===== src/hw/sync_fifo.sv =====
`timescale 1ns/1ps

// Single-clock FIFO, DEPTH must be a power of two so the pointers wrap
module sync_fifo #(
	parameter type payload_t = logic,
	parameter int  DEPTH     = 16
) (
	input  logic                       RCLK,
	input  logic                       RST_RESYNC,
	input  logic                       clr,
	input  logic                       wr,
	input  payload_t                   wr_data,
	input  logic                       rd,
	output payload_t                   rd_data,
	output logic [$clog2(DEPTH+1)-1:0] count,
	output logic                       full,
	output logic                       empty
);

	payload_t                 mem [DEPTH];
	logic [$clog2(DEPTH)-1:0] wr_ptr;
	logic [$clog2(DEPTH)-1:0] rd_ptr;
	logic                     do_wr;
	logic                     do_rd;

	assign full  = (count == ($clog2(DEPTH+1))'(DEPTH));
	assign empty = (count == '0);
	assign do_wr = wr & ~full;   // Push into a full buffer is lost
	assign do_rd = rd & ~empty;

	//////////////////////////////
	// Pointers and occupancy
	//////////////////////////////

	always_ff @(posedge RCLK or posedge RST_RESYNC) begin
		if (RST_RESYNC) begin
			wr_ptr <= '0;
			rd_ptr <= '0;
			count  <= '0;
		end else if (clr) begin
			wr_ptr <= '0;
			rd_ptr <= '0;
			count  <= '0;
		end else begin
			if (do_wr)
				wr_ptr <= wr_ptr + 1'b1;
			if (do_rd)
				rd_ptr <= rd_ptr + 1'b1;
			case ({do_wr, do_rd})
				2'b10:   count <= count + 1'b1;
				2'b01:   count <= count - 1'b1;
				default: count <= count;  // Both or neither
			endcase
		end
	end

	// Storage, read word lands one cycle after rd
	always_ff @(posedge RCLK) begin
		if (do_wr)
			mem[wr_ptr] <= wr_data;
		if (do_rd)
			rd_data <= mem[rd_ptr];
	end

endmodule


===== config.mk =====
export PLATFORM = sky130hd
export DESIGN_NAME = sync_fifo
export DESIGN_NICKNAME = d
export VERILOG_FILES = /design/src/hw/sync_fifo.sv
export SDC_FILE = /design/constraint.sdc
export NUM_CORES = 1
export LEC_CHECK = 0
export BUFFER_PORTS_ARGS = -buffer_cell sky130_fd_sc_hd__buf_2
export CAP_MARGIN = 0
export CORE_MARGIN = 2
export CORE_UTILIZATION = 49
export DETAILED_ROUTE_END_ITERATION = 6
export PLACE_DENSITY = 0.75
export SLEW_MARGIN = 20
export SYNTH_ARGS = -nofsm -noshare
export SYNTH_HDL_FRONTEND = slang
export SYNTH_SLANG_ARGS = --single-unit

===== constraint.sdc =====
create_clock -name RCLK -period 3.19 [get_ports RCLK]
set_clock_uncertainty 0.1 [all_clocks]
set_input_delay 0.638 -clock RCLK [delete_from_list [all_inputs] [get_ports RCLK]]
set_output_delay 0.638 -clock RCLK [all_outputs]
set_load 0.01 [all_outputs]

== Yosys cells after proc, flatten, opt, wreduce, memory -nomap -nowiden ==
Memories as Yosys holds them, arrays and structs flattened. A register that Yosys moved wholly into a read port is not among the register bits.
Index checks and enable logic that the tools add are counted.
Word-level totals
  memories kept: 1
  RAM bits: 16
  flip-flop bits (word level): 13
  word-level logic and storage cells: 27
Memories
  mem: words 16, bits a word 1, read ports 1, clocked after Yosys merged registers in 1, write ports 1, line 20  | payload_t mem [DEPTH];
Operators by class
  multiplexer cells: 8
  reduce and logical (&&, ||, !) cells: 4
  eq/ne operators: 3
  bitwise gates (word level): 4
  add/subtract/negate cells: 4
Operators with widths (number)
  4-bit two-way mux: 4
  5-bit case mux with 2 select lines: 1
  4-bit by 1-bit adder with 4-bit output, second input constant: 2
  5-bit by 1-bit adder with 5-bit output, second input constant: 1
  5-bit == test, second input constant: 1
  5-bit logical NOT: 1
  5-bit two-way mux: 1
  5-bit by 1-bit subtractor with 5-bit output, second input constant: 1
  2-bit nonzero test: 2
  3-bit nonzero test: 1
  1-bit AND: 2
  2-bit by 1-bit == test with 1-bit output, second input constant: 1
  2-bit == test, second input constant: 1
  1-bit two-way mux: 2
  1-bit inverter: 2

== Longest topological paths before layout ==
  word-level depth: 6
  depth in mapped cells: 11
  mapped depth without buffers: 10

== Least setup slack after synthesis ==
Ideal clock, no wire load.
  kind: register to register
  from: register count[1]
  to: register count[4]
  cell stages (with the launch flop): 12
  clock period less this slack: 2.614 ns
  setup time: 0.136 ns
  data arrival time: 2.378 ns
  setup slack: 0.576 ns
  path through: dfrtp_1 -> or4_1 -> buf_4 -> o21ai_2 -> inv_2 -> nand2_1 -> inv_1 -> ha_1 -> nand2b_1 -> a21oi_1 -> mux2i_1 -> a31oi_1
On the way
  word-level cells in the longest chain between the ends: 6
  elaborated cells on any way between the ends: 13
RTL lines
  from (decl): line 15  | output logic [$clog2(DEPTH+1)-1:0] count,
  from (signal assigned): line 50  | 2'b10: count <= count + 1'b1;
  from (signal assigned): line 51  | 2'b01: count <= count - 1'b1;
  from (signal assigned): line 52  | default: count <= count;
  5-bit logical NOT (*): line 27  | assign empty = (count == '0);
  1-bit inverter (*): line 29  | assign do_rd = rd & ~empty;
  1-bit AND (*): line 29
  via do_rd: line 24  | logic do_rd;
  2-bit by 1-bit == test with 1-bit output / 2-bit == test (equally long branches): line 49  | case ({do_wr, do_rd})
  5-bit case mux with 2 select lines: line 49
  5-bit two-way mux: line 40  | end else if (clr) begin
The timed path passes the listed nets; every way through them passes the cells marked *.
A chain may end at the register's enable or synchronous reset.

== Final worst setup path ==
  from: register count[2]
  to: register count[4]
Same word-level chain as after synthesis.

==> out/qor.csv <==
metric,value,unit
status,"finished, final reports clean",
layout cells sized above 1,21.12,%
row count,21,
area grow syn2layout,11.43,%
# IOs,14,
RSZ-0062 raised after global routing,no,
"Design Area, Final",1854,µm²
Setup WS pre-CTS,0.3505,ns
fmax,350.0,MHz
Mean Syn Cell Area,11.24,µm²
Yosys warnings,0,
via count,1130,
reg2reg setup slack,0.33,ns
largest family of logic cells by synthesized area,simple AND/OR/NAND/NOR gates,
"EDFF count, synth",17,
post-CTS resize count,0,
DRT antenna net count,0,
largest net degree at the start of global routing,18,
worst-path fanout max,8,
Mapped Cells,148,
CP max stage delay,0.68,ns
CTS tree,built,
P_leak,0.7599,nW
reg2reg path depth,10,
synthesized area,1664,µm²
"FFs w/ async S/R, synth",43.33,%
H-tree depth,2,
grt total ovfl,0,
register area share after synthesis,50.23,%
vias in the first global route,1093,
first-pass GRT wire length,5133,µm
Placer Congestion,0.9105,
maximum vdd drop,605.3,µV
deepest clock path buffer count,2,
Tot Pwr,0.001531,W
critical path capture point type,flip-flop,
root buffer cell,clkbuf_4,
mean routed wirelength per cell,14.54,µm
via/cell ratio,5.459,
DIE AREA,3878,µm²
max-cap viol count,0,
most frequent cells in the layout,"nor2_1, edfxtp_1, dfrtp_1, buf_2",
CTS Buf Count,5,
synthesized net count,163,
Yosys reg bits,30,
crit path launch type,flip-flop,
worst-margin pin slew,0.5299,ns
DPL Wire Length,2192,µm
DRT Pass-1 Iters,4,
Finished Core Util,56.01,%
ant diodes,0,
Final nets,175,
GRT Util Overall,17.26,%
Compound-Gate Fraction of Synth Area,8.120,%
die height,62.28,µm
Synth Area in XOR/XNOR,3.158,%
Yosys cell types,41,
Post-synth top flop,edfxtp_1,
final hold viol count,0,
Slew headroom,64.63,%
Pwr per Cell Area,825.5,nW/µm²
clock sink count,30,
DRC,0,
Initial Util,50.26,%
"most common cell after layout, fill and taps aside",nor2_1,
simple-gate share of the synthesized area,15.94,%
Worst-Skew Late Latency,0.33,ns
PortBufs,13,
die extent in x,62.28,µm
setup TNS,0,ns
placed cell area,1753,µm²
crit path time final,2.857,ns
"slowest stage cell, crit path",or4_1,
CTS Hold Bufs,0,
mux cell area share after synthesis,10.83,%
Adder-Cell Fraction of Synth Area,7.218,%
Total Wirelength,3010,µm
Min-Delay Path Class,input pin to async pin,
Tcrit/Tclk final,89.57,%
antenna violations before repair,0,
critical-path cell list,"or4_1, o21ai_2, inv_2, nand2_1, inv_1, ha_1, nand2b_1, a21oi_1, mux2i_1, a31oi_1",
R2R Path End,count[4],
clock slew at reported path FFs,0.09,ns
CP Class,flip-flop to flip-flop,
Setup WS post-layout,0.3327,ns
"Data required, critical path",3.30,ns
CP arrival,2.97,ns
max-slew violations,0,
Post-CTS Setup Bufs,0,
"Setup violations, final",0,
core area,3311,µm²
FF-to-FF Start,count[2],
DR iter-0 viols,40,
==> cells by family (layout without fill, tap and decap cells) <==
logic type / count (synthesis) / in the layout
XOR/XNOR: 6 / 6
flip-flops: 30 / 30
AO/OA/AOI/OAI: 17 / 17
adder cells (fa/ha/maj): 9 / 9
multiplexers: 11 / 11
buffers and inverters: 19 / 32
AND/OR/NAND/NOR: 56 / 56
==> stage by stage <==
stage / std cells / hold slack, ns
after global placement: 199 / 0.4398
final: 207 / 0.2228
after CTS: 207 / 0.2197
after global routing: 207 / 0.2397
after detailed placement: 199 / 0.4621
after floorplan: 148 / 0.4125
==> report_power, final <==
group	internal (W)	switching, W	total [W]
Clock	0.000241	0.000135	0.000376
Sequential	0.000464	0.0000776	0.000542
Combinational	0.000270	0.000342	0.000613
==> layout make-up <==
| cell class | instances | area [µm²] |
|---|---|---|
| timing repair buffer | 13 | 65.06 |
| sequential | 30 | 835.8 |
| multi-input combinational | 99 | 753.2 |
| tap | 46 | 57.56 |
| inverter | 11 | 41.29 |
| clock inverter | 3 | 63.81 |
| clock buffer | 5 | 37.54 |
| fill | 287 | 1456 |
==> flip-flops by register name, summed over array words and instances, names as in the netlist <==
| signal | cells |
|---|---|
| rd_data | 1 |
| rd_ptr | 4 |
| count | 5 |
| mem | 16 |
| wr_ptr | 4 |
==> synth_stat cells (2+ instances only) <==
cell	number	area (µm²)
a21oi_1	3	15.01
nand2b_1	4	25.02
o21ai_0	2	10.01
edfxtp_1	17	510.5
inv_1	10	37.54
mux2_1	2	22.52
nand3_1	2	10.01
xnor2_1	3	26.28
mux4_2	5	112.6
nand2_1	10	37.54
mux2i_1	3	30.03
xor2_1	3	26.28
buf_1	2	7.510
nor3_1	5	25.02
nor2_1	27	101.4
ha_1	8	100.1
a211o_1	2	17.52
dfrtp_1	13	325.3
clkbuf_1	5	18.77
==> worst max-delay path by stage <==
stage	from	end	slack [ns]	depth (start not counted)
2_1_floorplan	count[1]	count[4]	0.58	11
3_3_place_gp	count[1]	count[4]	0.46	10
3_5_place_dp	count[2]	count[4]	0.35	10
4_1_cts	count[1]	count[4]	0.34	10
5_1_grt	count[1]	count[4]	0.12	10
6_report	count[2]	count[4]	0.33	10
==> layer usage <==
metal | wire (µm) | GRT usage, % | vias up
li1 | - | - | 550
met1 | 1364 | 23.06 | 547
met2 | 1432 | 26.36 | 30
met3 | 183 | 6.884 | 3
met4 | 30 | 4.722 | 0
met5 | 0 | 0 | -
==> worst max-delay path: cells and delay by family (launching register included) <==
kind | cells | cell delay (ns)
AOI/OAI and AO/OA | 3 | 0.56
adders and majority gates | 1 | 0.36
buffers and inverters | 2 | 0.17
DFF | 1 | 0.45
muxes | 1 | 0.22
and+or+nand+nor | 3 | 0.87
Power figures use the tool's default switching activity.
