## config.mk

```make
export PLATFORM = sky130hd
export DESIGN_NAME = frame_builder
export DESIGN_NICKNAME = d
export VERILOG_FILES = /design/src/hw/chanlink_pkg.sv /design/src/hw/frame_builder.sv
export SDC_FILE = /design/constraint.sdc
export NUM_CORES = 1
export LEC_CHECK = 0
export ABC_AREA = 1
export BUFFER_PORTS_ARGS = -buffer_cell sky130_fd_sc_hd__buf_2
export CORE_MARGIN = 2
export CORE_UTILIZATION = 47
export CTS_CLUSTER_SIZE = 10
export DETAILED_ROUTE_END_ITERATION = 7
export GPL_ROUTABILITY_DRIVEN = 0
export GPL_TIMING_DRIVEN = 1
export HOLD_SLACK_MARGIN = 0.06
export PLACE_DENSITY = 0.85
export SLEW_MARGIN = 20
export SYNTH_ARGS = -nofsm -noshare
export SYNTH_HDL_FRONTEND = slang
export SYNTH_SLANG_ARGS = --single-unit
```

## constraint.sdc

```tcl
create_clock -name RCLK -period 1.6 [get_ports RCLK]
set_clock_uncertainty 0.1 [all_clocks]
set_input_delay 0.16 -clock RCLK [delete_from_list [all_inputs] [get_ports RCLK]]
set_output_delay 0.16 -clock RCLK [all_outputs]
set_load 0.05 [all_outputs]
```

## src/hw/chanlink_pkg.sv

```systemverilog
package chanlink_pkg;

	//////////////////////////////
	// Payload records
	//////////////////////////////

	typedef struct packed {
		logic        movlp;     // Multi-overlap flag
		logic        ovrlp;
		logic [3:0]  ocnt;      // Overlap count
		logic [11:0] adc;
	} sample_word_t;

	typedef struct packed {
		logic        phase;
		logic [11:0] mtch_cnt;  // Match count
		logic [23:0] evt_num;
	} l1a_rec_t;

	//////////////////////////////
	// Buffer sizes and frame constants
	//////////////////////////////

	localparam int EVT_DEPTH      = 256;
	localparam int L1A_DEPTH      = 32;
	localparam int EVT_CNT_W      = $clog2(EVT_DEPTH + 1);
	localparam int L1A_CNT_W      = $clog2(L1A_DEPTH + 1);
	localparam int EVT_AFULL_LVL  = 192;
	localparam int EVT_AEMPTY_LVL = 16;
	localparam int SAMP_CNT_MAX   = 96;
	localparam int PHASE_WORDS    = 6;  // Leading words carrying the phase bit

	localparam logic [15:0] FRM_HDR_A = 16'h700C;
	localparam logic [15:0] FRM_END   = 16'h7FFF;

	// One parallel step of the CRC-15 over 13 data bits
	function automatic logic [14:0] crc15_d13(input logic [12:0] d, input logic [14:0] c);
		logic [14:0] n;
		n[0]  = d[0] ^ c[2];
		n[1]  = d[0] ^ d[1] ^ c[2] ^ c[3];
		n[2]  = d[1] ^ d[2] ^ c[3] ^ c[4];
		n[3]  = d[2] ^ d[3] ^ c[4] ^ c[5];
		n[4]  = d[3] ^ d[4] ^ c[5] ^ c[6];
		n[5]  = d[4] ^ d[5] ^ c[6] ^ c[7];
		n[6]  = d[5] ^ d[6] ^ c[7] ^ c[8];
		n[7]  = d[6] ^ d[7] ^ c[8] ^ c[9];
		n[8]  = d[7] ^ d[8] ^ c[9] ^ c[10];
		n[9]  = d[8] ^ d[9] ^ c[10] ^ c[11];
		n[10] = d[9] ^ d[10] ^ c[11] ^ c[12];
		n[11] = d[10] ^ d[11] ^ c[12] ^ c[13];
		n[12] = d[11] ^ d[12] ^ c[13] ^ c[14];
		n[13] = d[12] ^ c[14] ^ c[0];
		n[14] = c[1];  // Pure shift
		return n;
	endfunction

endpackage

```

## src/hw/frame_builder.sv

```systemverilog
`timescale 1ns/1ps

module frame_builder (
	input  logic                               RCLK,
	input  logic                               RST_RESYNC,
	input  logic [6:0]                         samp_cnt,
	input  logic                               warn,
	output logic                               evt_rd,
	input  chanlink_pkg::sample_word_t         evt_data,
	input  logic [chanlink_pkg::EVT_CNT_W-1:0] evt_count,
	output logic                               l1a_rd,
	input  chanlink_pkg::l1a_rec_t             l1a_data,
	input  logic                               l1a_empty,
	input  logic [chanlink_pkg::L1A_CNT_W-1:0] l1a_count,
	output logic                               dvalid,
	output logic [15:0]                        dout,
	output logic                               last_wrd
);

	typedef enum logic [2:0] {
		S_IDLE,
		S_L1A,
		S_DATA,
		S_CRC,
		S_TRAIL,
		S_END
	} frm_state_t;

	frm_state_t  state;
	frm_state_t  st_b;       // Sequencer slot, one cycle late
	logic [6:0]  seq;
	logic [6:0]  seq_b;
	logic        samp_ok;
	logic        start;
	logic        serial;
	logic        rec_phase;
	logic [5:0]  rec_evt;
	logic [4:0]  depth;
	logic [14:0] crc;

	assign samp_ok = (samp_cnt != 7'd0) && (samp_cnt <= 7'(chanlink_pkg::SAMP_CNT_MAX));
	assign start   = samp_ok && !l1a_empty &&
		(evt_count >= (chanlink_pkg::EVT_CNT_W)'(samp_cnt));

	// Pops go out straight from the state
	assign l1a_rd = (state == S_L1A);
	assign evt_rd = (state == S_DATA);

	//////////////////////////////
	// Sequencer
	//////////////////////////////

	always_ff @(posedge RCLK or posedge RST_RESYNC) begin
		if (RST_RESYNC) begin
			state <= S_IDLE;
			seq   <= '0;
		end else begin
			case (state)
				S_IDLE: begin
					seq <= '0;
					if (start)
						state <= S_L1A;
				end
				S_L1A: state <= S_DATA;
				S_DATA: begin
					if (seq == samp_cnt - 7'd1) begin
						seq   <= '0;
						state <= S_CRC;
					end else
						seq <= seq + 7'd1;
				end
				S_CRC: state <= S_TRAIL;
				S_TRAIL: begin                 // Marker word, then info word
					if (seq == 7'd1) begin
						seq   <= '0;
						state <= S_END;
					end else
						seq <= seq + 7'd1;
				end
				S_END:   state <= S_IDLE;
				default: state <= S_IDLE;
			endcase
		end
	end

	// L1A occupancy at event start, this event included
	always_ff @(posedge RCLK) begin
		if (state == S_IDLE && start)
			depth <= (l1a_count > (chanlink_pkg::L1A_CNT_W)'(31)) ? 5'd31 : l1a_count[4:0];
	end

	always_ff @(posedge RCLK or posedge RST_RESYNC) begin
		if (RST_RESYNC) begin
			st_b  <= S_IDLE;
			seq_b <= '0;
		end else begin
			st_b  <= state;
			seq_b <= seq;
		end
	end

	//////////////////////////////
	// Word formation
	//////////////////////////////

	// Record arrives the cycle after its pop, CRC restarts with it
	always_ff @(posedge RCLK) begin
		if (st_b == S_L1A) begin
			rec_phase <= l1a_data.phase;
			rec_evt   <= l1a_data.evt_num[5:0];
			crc       <= '0;
		end else if (st_b == S_DATA)
			crc <= chanlink_pkg::crc15_d13({1'b0, evt_data.adc}, crc);
	end

	assign serial = rec_phase && (seq_b < 7'(chanlink_pkg::PHASE_WORDS));

	// Output registers, first dvalid three cycles after the record pop
	always_ff @(posedge RCLK or posedge RST_RESYNC) begin
		if (RST_RESYNC) begin
			dvalid   <= 1'b0;
			last_wrd <= 1'b0;
			dout     <= '0;
		end else begin
			dvalid   <= 1'b1;
			last_wrd <= 1'b0;
			case (st_b)
				S_DATA:  dout <= {1'b0, ~evt_data.ovrlp, serial, 1'b0, evt_data.adc};
				S_CRC:   dout <= {1'b0, crc};
				S_TRAIL: dout <= (seq_b == 7'd0) ? chanlink_pkg::FRM_HDR_A :
					{4'h7, rec_evt, depth, warn};  // warn taken live here
				S_END: begin
					dout     <= chanlink_pkg::FRM_END;
					last_wrd <= 1'b1;
				end
				default: begin
					dvalid <= 1'b0;
					dout   <= '0;
				end
			endcase
		end
	end

endmodule

```

After elaboration in Yosys (flattened, before gate mapping)

Cells that the tools add are included.
W data, S select, Z words.

Add/sub/neg operators: 2
Order comparisons: 4
Equal/unequal tests: 14
Mux-type cells: 11
Bitwise gates (word level): 38
Reductions and logical operators: 12

Operator list:

| kind                  | number |
|---|---|
| $pmux W15 S4          | 1 |
| $xor A1 B1 Y1         | 37 |
| $pmux W7 S3           | 1 |
| $pmux W3 S5           | 1 |
| $mux W7               | 2 |
| $eq A3 B2 Y1 const B  | 4 |
| $mux W12              | 1 |
| $eq A3 B3 Y1 const B  | 3 |
| $ge A9 B7 Y1          | 1 |
| $mux W3               | 3 |
| $add A7 B1 Y7 const B | 1 |
| $eq A7 B1 Y1 const B  | 1 |
| $eq A7 B7 Y1          | 1 |
| $le A7 B7 Y1 const B  | 1 |
| $logic_not A7 Y1      | 1 |
| $lt A7 B3 Y1 const B  | 1 |
| $reduce_bool A7 Y1    | 1 |
| $sub A7 B1 Y7 const B | 1 |
| $eq A3 B1 Y1 const B  | 2 |
| $gt A6 B5 Y1 const B  | 1 |
| $logic_and A1 B1 Y1   | 5 |
| $ne A2 B2 Y1 const B  | 2 |
| $reduce_or A4 Y1      | 1 |
| $logic_not A3 Y1      | 1 |
| other kinds (6)       | 7 |

Flip-flop bits (word level): 65
Input bits: 81
Output and inout bits: 20
Logic and storage cells: 92

Logic depth before layout (Yosys ltp)

Depth in word-level cells: 6
Depth in mapped cells: 13
Mapped depth without buffers: 13

Least setup slack after synthesis

Ideal clock, no wire load.

Kind: register -> register
Start point: reg state[2]
End point: reg state[1]
Setup time: 70 ps
Data arrival time: 1806 ps
Data required time: 1430 ps
Path slack: -375 ps
Stages on the path, launching flop included: 3
Path buffers: 0
Path through: dfrtp_1 > nor3_1 > or2_2

Elaborated cells on any way between the ends: 10
Those cells by class: eq/ne (7); mux (1); reduce/logical (2)

RTL lines:

| item                   | line                | text |
|---|---|---|
| from (decl)            | frame_builder.sv:29 | `frm_state_t state;` |
| from (signal assigned) | frame_builder.sv:55 | `state <= S_IDLE;` |
| from (signal assigned) | frame_builder.sv:62 | `state <= S_L1A;` |
| from (signal assigned) | frame_builder.sv:64 | `S_L1A: state <= S_DATA;` |
| $eq A3 B1 Y1           | n/a                 |  |
| via l1a_rd             | frame_builder.sv:11 | `output logic l1a_rd,` |
| $pmux W3 S5            | frame_builder.sv:58 | `case (state)` |

The timed path passes the listed nets, and every way through them passes these cells.
A chain may end at the register's enable or synchronous reset.

Worst setup path after layout

Start point: reg state[1]
End point: out evt_rd

Longest elaborated chain between the ends: 1

RTL lines:

| item         | line                | text |
|---|---|---|
| $eq A3 B2 Y1 | frame_builder.sv:47 | `assign evt_rd = (state == S_DATA);` |
| to (decl)    | frame_builder.sv:8  | `output logic evt_rd,` |

No other way between the ends.

==> metrics.yaml <==
floorplan:
  die_area_um2: 8050
  io_pins: 101
  core_um2: 7180
  fp.dieH_um: 89.7
  start_util_pct: 48.1
  fp-row-count: 31
  fp.dieW_um: 89.7
cts:
  clock_sinks: 64
  cts_tree: "built"
  clockRootBuffer: "clkbuf_8"
  cts-buffers-inserted: 9
  clockBufferDepth: 2
  clk_pin_slew_worst_paths_ns: 0.08
  htree_levels: 3
  worstSkewPairLatency_ns: 0.34
sta:
  finalCriticalPeriod_ns: 1.62
  timing.hold.ws_ns: 0.307
  final-hold-violation-count: 0
  rsz0062_at_grt: "true"
  fmax_mhz: 619
  setup_viol_count_final: 2
  drv_slew: 0
  finalCritPeriodShare_pct: 101
  worst_slack_ns: -0.0154
worst_setup_path:
  critical_path_required_ns: 1.34
  critPathLaunchType: "flip-flop"
  crit_fanout: 5
  cp_slowest_cell: "dfrtp_2"
  cp_data_arrival_time_ns: 1.36
  critPathMaxStageDelay_ns: 0.44
  endpoint_kind: "output pin"
  r2r_slack_ns: -0.01
  critical-path-top-delay-family: "flip-flops"
  path_buf_inv: 2
  critical_path_class: "reg -> out"
  crit_chain: "inv_2 -> nor3_4 -> buf_6"
drt:
  wl_per_cell_um: 14.7
  routed-via-count: 3312
  routed_wl_um: 9340
  first_pass_iters: 5
  vias_per_cell: 5.20
  drtIter0Drc: 234
  drc: 0
  ant_nets: 0
run_status:
  violations: "negative setup slack"
  outcome: "finished, violations left"
finish:
  final_cells: 637
  fin_util_pct: 66.3
  syn_to_final_growth_pct: 37.7
  design_area_um2: 4750
  drive_gt1_share_pct: 30.1
  fill_cells: 511
  diodes: 0
  fin_nets: 625
power:
  p_per_area_nw_per_um2: 1610
  ir_drop_uv: 656
  leakage_nw: 2.36
  total_power_mw: 7.67
grt:
  grt_pass1_wl_um: 15000
  grt_max_degree: 38
  grt_antenna_before_repair: 0
  grt-ovfl-total: 0
  grt.total_usage_pct: 23.2
  grt_pass1_vias: 3262
place:
  dpl_cell_area_um2: 4100
  dp.cells: 589
  portBuffers: 64
  place.detailed.hpwl_um: 6070
logic_synthesis:
  synth.distinct_cells: 35
  syn_avg_cell_area_um2: 8.48
  synthFlopType: "dfrtp_1"
  syn_inst: 407
  ys_ff_latch: 64
  synth_area_leaders: "dfrtp_1, edfxtp_1, nand2_1"
  syn_nets: 499
  ys_seq_area_share_pct: 45.9
  synth_edf_count: 12
  async_reset_ff_share_pct: 57.8
  yosysMostFrequentCell: "nand2_1"
  yosysTopAreaCell: "dfrtp_1"
  netlist_area_um2: 3450
  ys_warn_count: 0
  synth_common_cells: "nand2_1, inv_1, nand3_1"
  synth_top_area_share_pct: 26.8
hold_path:
  hp-class: "in -> reg"
flow_run:
  cap_viol_max_count: 0
[final timing paths]
check | to | from | cells after the start
worst max-delay path | evt_rd | state[1] | 3
worst max register to register | dout[2] | st_b[0] | 4
worst min register to register | st_b[0] | state[0] | 0
worst min-delay path | state[0] | l1a_empty | 8
min in group asynchronous | dout[9] | RST_RESYNC | 4
max in group asynchronous | state[2] | RST_RESYNC | 4
[metrics by stage]
stage,TNS (ns),worst slack [ns]
after floorplan,0,0.00587
after global placement,-1.51,-0.160
after detailed placement,-2.67,-0.240
after CTS,-0.0710,-0.0710
after global routing,-0.706,-0.0777
final,-0.0285,-0.0154
[routing by layer]
metal / routed length, um / part of all wire (%) / vias to the layer above / GRT usage (%)
li1: - / - / 1574 / -
met1: 3630 / 39 / 1580 / 26.9
met2: 4960 / 53 / 132 / 42.0
met3: 506 / 5.4 / 26 / 4.86
met4: 241 / 2.6 / 0 / 8.72
met5: 0 / 0 / - / 0
[area by class of cell]
cell class                      count  area [um2]  area share [%]
Multi-Input combinational cell    281        1800            37.9
Inverter                           53         199            4.18
Clock inverter                      7        48.8            1.03
Timing Repair Buffer              124         862            18.1
Sequential cell                    64        1590            33.5
Tap cell                           99         124            2.61
Clock buffer                        9         124            2.61
[power breakdown]
part / switching (mW) / internal [mW]
clock network: 0.650 / 0.556
logic: 2.34 / 1.46
registers: 0.454 / 2.21
[timing repair]
action,CTS,global route
cloned,0,0
pin swaps,0,6
setup buffers,0,4
hold buffers,28,0
gates resized for setup,8,34
hold endpoints to repair,62,0
setup endpoints to repair,16,30
[cell families after synthesis]
family,Yosys count,share of synthesized area [%]
buffers and inverters,62,6.96
other,1,0.109
and+or+nand+nor,189,24.0
AOI/OAI and AO/OA,39,7.86
adders and majority gates,11,3.99
xor gates and xnor gates,41,11.2
DFF,64,45.9
[worst min-delay path, stage by stage]
cell	delay, ns
buf_2	0.08
inv_1	0.04
nand2_1	0.07
nor2_1	0.06
nand2_2	0.11
nand2_1	0.07
nand3_1	0.09
nor2_1	0.04
[flip-flops by register name (all words and copies together), names as in the netlist]
signal / cells
dvalid: 1
st_b: 3
rec_phase: 1
depth: 5
dout: 15
seq_b: 7
seq: 7
state: 3
crc: 15
last_wrd: 1
rec_evt: 6
[placed cells by master (no fill, tap or decap), drive strengths merged, types with 2 or more instances in the layout]
cell | synthesis | routed
or2 | 6 | 6
dfxtp | 15 | 15
a21oi | 6 | 6
clkinv | 1 | 3
nor2 | 32 | 32
dlygate4sd3 | 0 | 28
o21ai | 9 | 9
xnor2 | 31 | 31
nand3 | 45 | 45
a221oi | 12 | 12
nand2 | 93 | 93
buf | 4 | 96
nor3b | 2 | 2
inv | 52 | 53
dfrtp | 37 | 37
clkinvlp | 0 | 4
o211ai | 11 | 11
nor3 | 5 | 5
edfxtp | 12 | 12
xor2 | 10 | 10
clkbuf | 5 | 9
nand4 | 2 | 2
ha | 11 | 11
(Power assumes the default switching activity.)
